`src/rtl/vmask_settings.svh`:
```
/*
 * Vector mask lane settings
 * Word, index and op code widths shared by the packages and the top level
 */
`ifndef VMASK_SETTINGS_SVH
`define VMASK_SETTINGS_SVH

// One mask word per lane, one result word out
`define VMASK_WORD_W 32

// Bit index and element offset, log2 of the word width
`define VMASK_IDX_W 5

// Pre-decoded mask op code
`define VMASK_OP_W 4

`endif

```
`src/rtl/vmask_op_pkg.sv`:
```
/*
 * Mask operation codes
 * Sixteen pre-decoded ops of the vector mask lane
 */
`include "vmask_settings.svh"

package vmask_op_pkg;

  // Order is fixed, the encodings are what the decoder sends
  typedef enum logic [`VMASK_OP_W-1:0] {
    VMASK_AND,   // vs2 & vs1
    VMASK_NAND,  // ~(vs2 & vs1)
    VMASK_ANDN,  // vs2 & ~vs1
    VMASK_OR,    // vs2 | vs1
    VMASK_NOR,   // ~(vs2 | vs1)
    VMASK_ORN,   // vs2 | ~vs1
    VMASK_XOR,   // vs2 ^ vs1
    VMASK_XNOR,  // ~(vs2 ^ vs1)
    VMASK_POPC,  // Count of enabled bits
    VMASK_FIRST, // Index of first enabled bit, -1 if none
    VMASK_SBF,   // Set before first
    VMASK_SIF,   // Set including first
    VMASK_SOF,   // Set only first
    VMASK_IOTA,  // Prefix count, chained across words
    VMASK_ID,    // Element index
    VMASK_NOP
  } mask_op_t;

endpackage

```
`src/rtl/vmask_data_pkg.sv`:
```
/*
 * Mask lane data types
 * Mask words, bit indices and population counts
 */
`include "vmask_settings.svh"

package vmask_data_pkg;

  // Mask source or result word
  typedef logic [`VMASK_WORD_W-1:0] mask_word_t;

  // Bit position inside one word
  typedef logic [`VMASK_IDX_W-1:0] bit_idx_t;

  // One extra bit so a full word of ones (32) still fits
  typedef logic [`VMASK_IDX_W:0] pop_cnt_t;

endpackage

```
`src/rtl/vmask_lane_if.sv`:
```
/*
 * Lane interface
 * Request fields plus the shared popcounts and iota result between the lane blocks
 */
`timescale 1ns/1ps

interface vmask_lane_if import vmask_op_pkg::*, vmask_data_pkg::*; ();

  // Request, valid for one cycle
  logic       req;
  mask_op_t   op;
  mask_word_t vs1;
  mask_word_t vs2;
  mask_word_t mask;        // Element enables
  bit_idx_t   offset;      // Element position of bit 0 within the vector
  logic       chain_start; // First word of a vector

  // Counts from the one popcount tree in the mask unit
  pop_cnt_t   pop_below;
  pop_cnt_t   pop_full;

  // Iota value for the current request
  mask_word_t iota_res;

  // Request source
  modport lane (
    output req, op, vs1, vs2, mask, offset, chain_start
  );

  // Result path, owns the popcounts
  modport mask_unit (
    input  req, op, vs1, vs2, mask, offset, iota_res,
    output pop_below, pop_full
  );

  // Running prefix count
  modport iota (
    input  req, op, chain_start, pop_below, pop_full,
    output iota_res
  );

endinterface

```
`src/rtl/iota_accum.sv`:
```
/*
 * Iota accumulator
 * Running enabled-bit count over the mask words of one vector
 */
`timescale 1ns/1ps

module iota_accum import vmask_op_pkg::*, vmask_data_pkg::*; (
  input logic CLK,
  input logic nRST,
  vmask_lane_if.iota bus
);

  mask_word_t accum; // Enabled bits seen in earlier words of this vector
  mask_word_t base;
  logic       iota_req;

  assign iota_req = bus.req && (bus.op == VMASK_IOTA);

  // New vector starts counting from zero
  assign base = bus.chain_start ? '0 : accum;

  // Prefix value for this word's offset
  assign bus.iota_res = base + mask_word_t'(bus.pop_below);

  // Only IOTA moves the count, other ops in between leave it alone
  always_ff @(posedge CLK, negedge nRST) begin
    if (!nRST) begin
      accum <= '0;
    end else if (iota_req) begin
      accum <= base + mask_word_t'(bus.pop_full); // Carry the whole word into the next one
    end
  end

endmodule

```
`src/flat_wrapper.sv`:
```
// flat-port wrapper written by rule: the top's interface ports become plain ports
module iota_accum_flat import vmask_op_pkg::*, vmask_data_pkg::*;
  (CLK, nRST, bus_req, bus_op, bus_chain_start, bus_pop_below, bus_pop_full, bus_iota_res);
  vmask_lane_if bus_i ();
  input logic CLK;
  input logic nRST;
  input wire logic [$bits(bus_i.req)-1:0] bus_req;
  input wire logic [$bits(bus_i.op)-1:0] bus_op;
  input wire logic [$bits(bus_i.chain_start)-1:0] bus_chain_start;
  input wire logic [$bits(bus_i.pop_below)-1:0] bus_pop_below;
  input wire logic [$bits(bus_i.pop_full)-1:0] bus_pop_full;
  output wire logic [$bits(bus_i.iota_res)-1:0] bus_iota_res;
  assign bus_i.req = bus_req;
  assign bus_i.op = bus_op;
  assign bus_i.chain_start = bus_chain_start;
  assign bus_i.pop_below = bus_pop_below;
  assign bus_i.pop_full = bus_pop_full;
  assign bus_iota_res = bus_i.iota_res;
  iota_accum u_core (.CLK(CLK), .nRST(nRST), .bus(bus_i));
endmodule
```
`config.mk`:
```
export PLATFORM = sky130hd
export DESIGN_NAME = iota_accum_flat
export DESIGN_NICKNAME = d
export VERILOG_FILES = /design/src/rtl/vmask_op_pkg.sv /design/src/rtl/vmask_data_pkg.sv /design/src/rtl/vmask_lane_if.sv /design/src/rtl/iota_accum.sv /design/src/flat_wrapper.sv
export VERILOG_INCLUDE_DIRS = /design/src /design/src/rtl
export SDC_FILE = /design/constraint.sdc
export NUM_CORES = 1
export LEC_CHECK = 0
export BUFFER_PORTS_ARGS = -buffer_cell sky130_fd_sc_hd__buf_2
export CORE_ASPECT_RATIO = 1.4
export CORE_MARGIN = 2
export CORE_UTILIZATION = 46
export CTS_CLUSTER_DIAMETER = 120
export DETAILED_ROUTE_END_ITERATION = 8
export PLACE_DENSITY = 0.63
export SETUP_SLACK_MARGIN = 0.5
export SYNTH_ARGS = -nofsm -noshare
export SYNTH_HDL_FRONTEND = slang
export SYNTH_SLANG_ARGS = --single-unit
```
`constraint.sdc`:
```
create_clock -name CLK -period 4.4 [get_ports CLK]
set_input_delay 0.88 -clock CLK [delete_from_list [all_inputs] [get_ports CLK]]
set_output_delay 0.88 -clock CLK [all_outputs]
set_load 0.03 [all_outputs]
```
==> reports/metrics.cfg, run 1 <==
[setup_path]
cp_slowest_cell=or4_1
endpoint_kind=output port
critPathMaxFanout=5
startpoint_type=input port
path_buf_inv=2
criticalPathCategory=in2out
crit_family=simple AND/OR/NAND/NOR gates
cp_slowest_stage_delay_ns=0.56
arrival_ns=3.16
required_ns=3.52
cp_cell_sequence=buf_8 > and2b_2 > xor2_2 > ha_4 > a21oi_4 > nand2b_4 > a41o_1 > o31a_1 > or4_1 > nand2_2 > buf_6

[cells_and_area]
nets=498
largest_register=u_core.accum
diodes=0
fillers=548
reg_top3=u_core.accum: 32 flops
drive_gt1_frac=0.3673
largest_register_ffs=32
regArea_sq_um=800.8
area_delta_synth_final_pct=41.90
multiInputGateArea_sq_mm=0.002585

[route]
via_per_inst=5.828
wirelength_microns=9371
drt_iter0_drc=113
final_antenna_net_count=0
firstDrtPassIters=4
wl_per_cell_microns=17.19
drcViolationCount=0
vias=3176

[logic_synthesis]
seq_area_frac_synth=0.2598
synthArstFlopShare=1.000
synth.distinct_cells=61
syn_area_per_cell_sq_um=7.609
syn_nets=433
ys_top_cells_by_area=dfrtp_1 (26%), xnor2_1 (9.4%), nand2_1 (6.8%)
yosys_warnings=0
ys.flop_type=dfrtp_1
netlist_area_sq_mm=0.003082
yosysTopAreaCellShare=0.2598
ys_top_cells_by_count=nand2_1 (56), nor2_1 (34), xnor2_1 (33), dfrtp_1 (32), o21ai_0 (24)
synth_edf_count=0
post-synth-top-count-cell=nand2_1
yosysTopAreaCell=dfrtp_1
synthCells=405
ys_ff_latch=32

[cts]
cts_sinks=32
htree_num_levels=2
clockBufferDepth=2
path_clk_slew_ns=0.07
cts_tree=done
cts_hold_buffers=0
insertion_delay_ns=0.29
cts-root-buf=clkbuf_8
cts_made_buffers=5

[sta]
max_slew_margin=0.3918
period_needed_ns=4.040
fin_crit_sh=0.9182
fin_setup_tns_ns=0
worst_pin_slew_ns=0.9123
clock_skew_ns=0.007388
max_freq_mhz=247.5
slew_viol_final=0
rsz0062_at_grt=yes
finalHoldViolCount=0
holdWs_ns=0.4817
setup_viol=0

[global_route]
antenna_found_initial=0
grt_util_all_layers=0.2641
overflow=0
grt_pass1_vias=3146
grt_start_max_net_pins=33
grt_pass1_wl_microns=15000

[floorplanning]
num_io_pins=52
dieArea_sq_mm=0.007379
start_util=0.4723
die_y_microns=100.8
core_area_sq_mm=0.006525
fp-row-count=35
dieWidth_microns=73.18

[hold_path]
hold_class=reg2reg

[placement]
hpwl_microns=6212
port_buffers=51
routabilityCongestion=0.8539

[power]
pwr_density_cell_mw_per_mm2=251.0
cellLeakagePower_nw=1.808
peakVddDrop_uv=170.8
p_total_mw=1.097

[flow_run]
max_cap_viol_count=0

[run_status]
status=finished, final reports clean

[worst min-delay path: cells and delay by family (launching register included)]
kind | cells | cell delay, ns
AO/OA/AOI/OAI | 1 | 0.06
flip-flops | 1 | 0.34
AND/OR/NAND/NOR | 1 | 0.05
[power by group]
part	total, mW	switching, mW	leakage (nW)	internal [mW]
combinational	0.434	0.247	1.31	0.187
clock	0.320	0.120	0.0645	0.200
sequential	0.344	0.0310	0.433	0.313
[final cells by class]
class	instances	area share
Clock buffer	7	0.02203
Clock inverter	1	0.006867
Inverter	8	0.006867
Multi-Input combinational cell	339	0.5911
Sequential cell	32	0.1831
Tap cell	74	0.02117
Timing Repair Buffer	84	0.1688
[repair_timing]
action                                  4_1_cts  5_1_grt
gates resized for setup                      39       90
hold endpoints to repair                      0        0
endpoints found under the setup margin       26       25
pin swaps                                    16       36
setup buffers                                13        9
cloned                                        3        0
[worst paths after layout]
kind / startpoint / slack (ns) / cells after the start / to
worst max register to register: u_core.accum[1] / 1.32 / 10 / u_core.accum[30]
max in group asynchronous: nRST / 3.26 / 1 / u_core.accum[21]
worst max-delay path: bus_chain_start / 0.36 / 11 / bus_iota_res[10]
worst min register to register: u_core.accum[5] / 0.48 / 2 / u_core.accum[5]
worst min-delay path: u_core.accum[5] / 0.48 / 2 / u_core.accum[5]
min in group asynchronous: nRST / 0.64 / 1 / u_core.accum[30]
[kinds of logic (layout without fill, tap and decap cells)]
group,count (synthesis),count (layout),synth area share
AOI/OAI and AO/OA,94,94,0.2030
xor gates and xnor gates,39,39,0.1108
adders and majority gates,9,9,0.03573
buffers and inverters,34,100,0.04709
DFF,32,32,0.2598
muxes,10,10,0.03451
and+or+nand+nor,187,187,0.3090
[metal layers]
metal	part of all wire	GRT usage	wire, microns
met5	0	0	0
met4	0.027	0.09972	257
met3	0.032	0.03000	300
met2	0.55	0.4941	5161
met1	0.39	0.2979	3651
[stage by stage]
step / util / worst slack [ns] / instances / cell area, sq um
floorplan: - / 0.3967 / 405 / 3292
global placement: 0.5482 / 0.2157 / 512 / 3577
detailed placement: 0.5482 / 0.1459 / 512 / 3577
CTS: 0.6176 / 0.3954 / 536 / 4030
global route: 0.6702 / 0.2718 / 545 / 4373
finish: 0.6702 / 0.3598 / 545 / 4373
[cells in the final DEF, fill, tap and decap left out, types with 4 or more instances in the layout]
cell type and instances:
nand3_1 11, o21ai_1 5, clkbuf_8 7, inv_1 7, nor4_1 4, o21a_1 4
ha_4 4, xnor2_2 13, dfrtp_1 32, buf_6 24, a21oi_1 16, and3_1 6
ha_1 4, xnor2_1 17, nor3_1 14, o211ai_1 6, nor2_1 28, o31ai_1 5
nor2_4 5, nand4_1 6, nand3b_1 5, o21ai_2 5, mux2i_1 4, nor2b_1 17
a21oi_2 6, buf_2 26, buf_4 27, nand2_1 52, xor2_1 5, o21ai_0 17
No activity file was read; power rests on OpenSTA's default activity.
==> run 2: changes to the inputs <==
- CORE_MARGIN: 2 -> 4
==> run 2 against run 1 <==
- fmax is 1.1% higher
- worst hold slack worse by 0.0016 ns
- register-to-register slack lost 0.07 ns
- clock power shrank 35%
- cell area shrank 6.5%
==> reports/metrics.cfg, run 2 (synthesis results as in run 1) <==
[hold_path]
hold_class=reg2reg

[floorplanning]
dieWidth_microns=77.18  ; +5.5%
num_io_pins=52  ; unchanged
start_util=0.4691  ; -0.003149
fp-row-count=35  ; unchanged
dieArea_sq_mm=0.008091  ; +9.6%
core_area_sq_mm=0.006569  ; +0.67%
die_y_microns=104.8  ; +4.0%

[sta]
rsz0062_at_grt=yes
max_slew_margin=0.4072  ; +0.01539
max_freq_mhz=250.3  ; +1.1%
fin_setup_tns_ns=0  ; unchanged
clock_skew_ns=0.01150  ; +0.004114 ns
setup_viol=0  ; unchanged
slew_viol_final=0  ; unchanged
period_needed_ns=3.995  ; -0.04545 ns
fin_crit_sh=0.9079  ; -0.01033
finalHoldViolCount=0  ; unchanged
worst_pin_slew_ns=0.8892  ; -0.02308 ns

[power]
peakVddDrop_uv=156.3  ; -8.5%
pwr_density_cell_mw_per_mm2=236.1  ; -5.9%
p_total_uw=965.5  ; -12%
cellLeakagePower_nw=1.670  ; -7.6%

[route]
drt_iter0_drc=107  ; -5.3%
final_antenna_net_count=0  ; unchanged
drcViolationCount=0  ; unchanged
wl_per_cell_microns=17.31  ; +0.64%
via_per_inst=5.929  ; +1.7%
firstDrtPassIters=4  ; unchanged
wirelength_microns=9241  ; -1.4%
vias=3166  ; -0.31%

[setup_path]
criticalPathCategory=in2out
endpoint_kind=output port
required_ns=3.52  ; about the same
startpoint_type=input port
critPathMaxFanout=5  ; unchanged
arrival_ns=3.11  ; -0.05 ns

[global_route]
grt_pass1_wl_microns=15070  ; +0.46%
grt_pass1_vias=3115  ; -0.99%
antenna_found_initial=0  ; unchanged
grt_util_all_layers=0.2286  ; -0.03550
overflow=0  ; unchanged
grt_start_max_net_pins=33  ; unchanged

[cells_and_area]
drive_gt1_frac=0.3348  ; -0.03252
most-common-layout-cells=nand2_1 (53), dfrtp_1 (32), buf_2 (31)
largest_register_ffs=32  ; unchanged
area_delta_synth_final_pct=32.68
diodes=0  ; unchanged
largest_register=u_core.accum
nets=490  ; -1.6%
final_cells=534  ; -2.0%
final_common_cell=nand2_1
reg_top3=u_core.accum: 32 flops

[placement]
routabilityCongestion=0.8526  ; -0.15%
dpl.cell_count=513  ; +0.20%
port_buffers=51  ; unchanged
hpwl_microns=6461  ; +4.0%

[run_status]
status=finished, final reports clean

[cts]
path_clk_slew_ns=0.06  ; about the same
cts_tree=done
insertion_delay_ns=0.29  ; about the same
clockBufferDepth=2  ; unchanged
cts_made_buffers=5  ; unchanged
cts_sinks=32  ; unchanged
cts-root-buf=clkbuf_8
cts_hold_buffers=0  ; unchanged
htree_num_levels=2  ; unchanged

[flow_run]
max_cap_viol_count=0  ; unchanged

==> run 2: cell types whose count changed in the layout (fill, tap and decap cells not counted), sizes merged <==
cell and delta:
bufinv -1, buf -4, bufbuf -2, clkbuf -4
==> run 2: timing repair <==
| action | in CTS | in global routing |
|---|---|---|
| endpoints found under the setup margin | 26 | 25 |
| pin swaps | 14 | 19 |
| resized for setup | 17 | 83 |
| buffers inserted | 10 | 5 |
| gates cloned | 0 | 1 |
==> run 2: worst paths after layout <==
path	from	end	slack, ns	depth (start not counted)
setup / recovery	bus_chain_start	bus_iota_res[8]	0.41	13
hold / removal	u_core.accum[0]	u_core.accum[0]	0.48	2
setup reg to reg	u_core.accum[1]	u_core.accum[26]	1.25	11
hold reg to reg	u_core.accum[0]	u_core.accum[0]	0.48	2
max in group asynchronous	nRST	u_core.accum[1]	3.21	1
min in group asynchronous	nRST	u_core.accum[5]	0.67	1
==> run 2: layout make-up <==
type | instances | area, sq um
Clock buffer | 5 | 68.82
Fill cell | 607 | 2480
Inverter | 8 | 30.03
Multi-Input combinational cell | 339 | 2516
Sequential cell | 32 | 800.8
Tap cell | 74 | 92.59
Timing Repair Buffer | 76 | 580.6
==> run 2: metrics by stage <==
stage               area (sq um)  setup slack [ns]  hold WS (ns)    util
floorplan                   3292            0.3967        0.4422       -
global placement            3585            0.2373        0.4654  0.5457
detailed placement          3585            0.1956        0.4678  0.5457
CTS                         3799            0.3899        0.4858  0.5783
global route                4089            0.3196        0.5084  0.6225
finish                      4089            0.4052        0.4801  0.6225
==> run 2: power by group <==
part / switching [mW] / internal (mW) / total (mW)
logic: 0.242 / 0.169 / 0.411
registers: 0.0333 / 0.313 / 0.346
clock network: 0.106 / 0.102 / 0.208
==> run 2: worst max-delay path, cell delays in order <==
cell and delay (ns):
buf_6 0.09, and2b_2 0.24, xor2_2 0.18, ha_4 0.21, o21ai_4 0.07, a22oi_2 0.25
a31oi_4 0.12, buf_6 0.14, o31ai_4 0.22, buf_6 0.17, nand3_2 0.08, mux2_4 0.32
buf_6 0.14
==> run 2: per-layer routing <==
| metal | track usage | share of wire | up-vias |
|---|---|---|---|
| met5 | 0 | 0 | - |
| met4 | 0.1018 | 0.033 | 0 |
| met1 | 0.2705 | 0.41 | 1527 |
| met2 | 0.4104 | 0.52 | 73 |
| li1 | - | - | 1544 |
| met3 | 0.02414 | 0.033 | 22 |
==> run 3: changes to the inputs <==
- CORE_MARGIN: 4 -> 3
- CORE_UTILIZATION: 46 -> 35
- PLACE_DENSITY: 0.63 -> 0.5
- TNS_END_PERCENT: not set -> 100
==> run 3 against run 2 <==
- sequential share of layout area down 1.4 points
- sequential power about the same
- critical path depth shrank 2
- via count rose by 2.0%
- clock skew down 0.0053 ns
- first-iteration DRC count rose by 89%
- total power up 16%
- combinational power up 3%
- critical endpoint is now bus_iota_res[10]
==> reports/metrics.cfg, run 3 (synthesis results as in run 1) <==
[route]
firstDrtPassIters=4  ; unchanged
final_antenna_net_count=0  ; unchanged
wirelength_microns=10350  ; +12%
via_per_inst=5.579  ; -5.9%
vias=3230  ; +2.0%
drcViolationCount=0  ; unchanged
drt_iter0_drc=202  ; +89%
wl_per_cell_microns=17.88  ; +3.3%

[placement]
port_buffers=51  ; unchanged
placed_area_sq_mm=0.003617  ; +0.91%
routabilityCongestion=0.7984  ; -6.4%
hpwl_microns=6910  ; +7.0%

[run_status]
status=finished, final reports clean

[sta]
setup_viol=0  ; unchanged
max_slew_margin=0.3942  ; -0.01297
slew_viol_final=0  ; unchanged
finalHoldViolCount=0  ; unchanged
rsz0062_at_grt=yes
fin_crit_sh=0.9186  ; +0.01071
worst_pin_slew_ns=0.9087  ; +0.01945 ns
clock_skew_ns=0.006184  ; -0.005317 ns
fin_setup_tns_ns=0  ; unchanged
period_needed_ns=4.042  ; +0.04712 ns
holdWs_ns=0.4742  ; -0.005878 ns
max_freq_mhz=247.4  ; -1.2%

[setup_path]
cp_slowest_stage_delay_ns=0.57  ; +0.25 ns
startpoint_type=input port
critPathMaxFanout=6  ; +1
path_buf_inv=2  ; -2
required_ns=3.52  ; about the same
endpoint_kind=output port
cp_slowest_cell=or4_4
criticalPathCategory=in2out
crit_family=simple AND/OR/NAND/NOR gates
crit_cells=11  ; -2
r2r_cells=10  ; -1
cp_cell_sequence=buf_8 > and2b_2 > xor2_2 > ha_4 > a21oi_2 > nand2b_4 > a41o_4 > o31a_1 > or4_4 > nand2_2 > buf_6
arrival_ns=3.16  ; +0.05 ns

[cells_and_area]
reg_top3=u_core.accum: 32 flops
most-common-layout-cells=nand2_1 (53), buf_4 (37), dfrtp_1 (32)
largest_register=u_core.accum
drive_gt1_frac=0.3564  ; +0.02161
final_area_sq_mm=0.004415  ; +8.0%
largest_register_ffs=32  ; unchanged
final_common_cell=nand2_1
fillers=804  ; +32%
area_delta_synth_final_pct=43.28
nets=504  ; +2.9%
diodes=0  ; unchanged
utilization=0.5292  ; -0.09331

[power]
pwr_density_cell_mw_per_mm2=254.4  ; +7.7%
cellLeakagePower_nw=1.816  ; +8.7%
peakVddDrop_uv=152.3  ; -2.6%
p_total_mw=1.123  ; +16%

[floorplanning]
fp-row-count=39  ; +11%
die_y_microns=117.0  ; +12%
core_area_sq_mm=0.008344  ; +27%
num_io_pins=52  ; unchanged
dieArea_sq_mm=0.009983  ; +23%
start_util=0.3693  ; -0.09982
dieWidth_microns=85.31  ; +11%

[cts]
cts_made_buffers=5  ; unchanged
cts-root-buf=clkbuf_16
path_clk_slew_ns=0.05  ; about the same
cts_tree=done
clockBufferDepth=2  ; unchanged
cts_sinks=32  ; unchanged
insertion_delay_ns=0.28  ; about the same
htree_num_levels=2  ; unchanged
cts_hold_buffers=0  ; unchanged

[global_route]
overflow=0  ; unchanged
grt_pass1_wl_microns=16570  ; +9.9%
grt_pass1_vias=3182  ; +2.2%
grt_start_max_net_pins=33  ; unchanged
grt_util_all_layers=0.2113  ; -0.01732
antenna_found_initial=0  ; unchanged

[hold_path]
hold_class=reg2reg
holdPathStages=2  ; unchanged

[flow_run]
max_cap_viol_count=0  ; unchanged

-- run 3: per-stage QoR --
stage / instances / worst slack [ns]
global placement: 540 / 0.1213
global route: 579 / 0.2876
CTS: 567 / 0.3143
finish: 579 / 0.3581
floorplan: 405 / 0.3967
detailed placement: 540 / 0.1065
-- run 3: cell type report --
class                      instances  area [sq um]  area share
inverter                           8         30.03    0.006801
timing repair buffer              90         769.5      0.1743
sequential                        32         800.8      0.1814
tap                              102         127.6     0.02890
clock buffer                       8         146.4     0.03315
multi-input combinational        339          2541      0.5755
-- run 3: worst min-delay path, delay by kind of cell (launching register included) --
| family | cells | cell delay, ns |
|---|---|---|
| DFF | 1 | 0.33 |
| AOI/OAI and AO/OA | 1 | 0.06 |
| and+or+nand+nor | 1 | 0.04 |
-- run 3: power breakdown --
group          leakage, nW  switching (mW)  total (mW)  internal, mW
combinational         1.31           0.247       0.424         0.177
clock               0.0712           0.128       0.354         0.226
sequential           0.433          0.0321       0.345         0.313
-- run 3: path summary, 6_finish.rpt --
check,endpoint,slack [ns],start
setup / recovery,bus_iota_res[10],0.36,bus_chain_start
hold / removal,u_core.accum[4],0.47,u_core.accum[4]
setup reg to reg,u_core.accum[26],1.22,u_core.accum[1]
hold reg to reg,u_core.accum[4],0.47,u_core.accum[4]
max in group asynchronous,u_core.accum[0],3.21,nRST
min in group asynchronous,u_core.accum[18],0.67,nRST
-- run 3: timing repair --
| action | 4_1_cts | 5_1_grt |
|---|---|---|
| cloned | 2 | 0 |
| resized for setup | 60 | 54 |
| pin swaps | 20 | 24 |
| setup buffers | 17 | 12 |
| endpoints found under the setup margin | 26 | 26 |
-- run 3: per-layer routing --
layer | vias to the layer above | routed length (microns) | GRT usage
li1 | 1571 | - | -
met1 | 1577 | 4261 | 0.2504
met2 | 72 | 5484 | 0.3859
met3 | 10 | 465 | 0.03221
met4 | 0 | 143 | 0.07497
met5 | - | 0 | 0
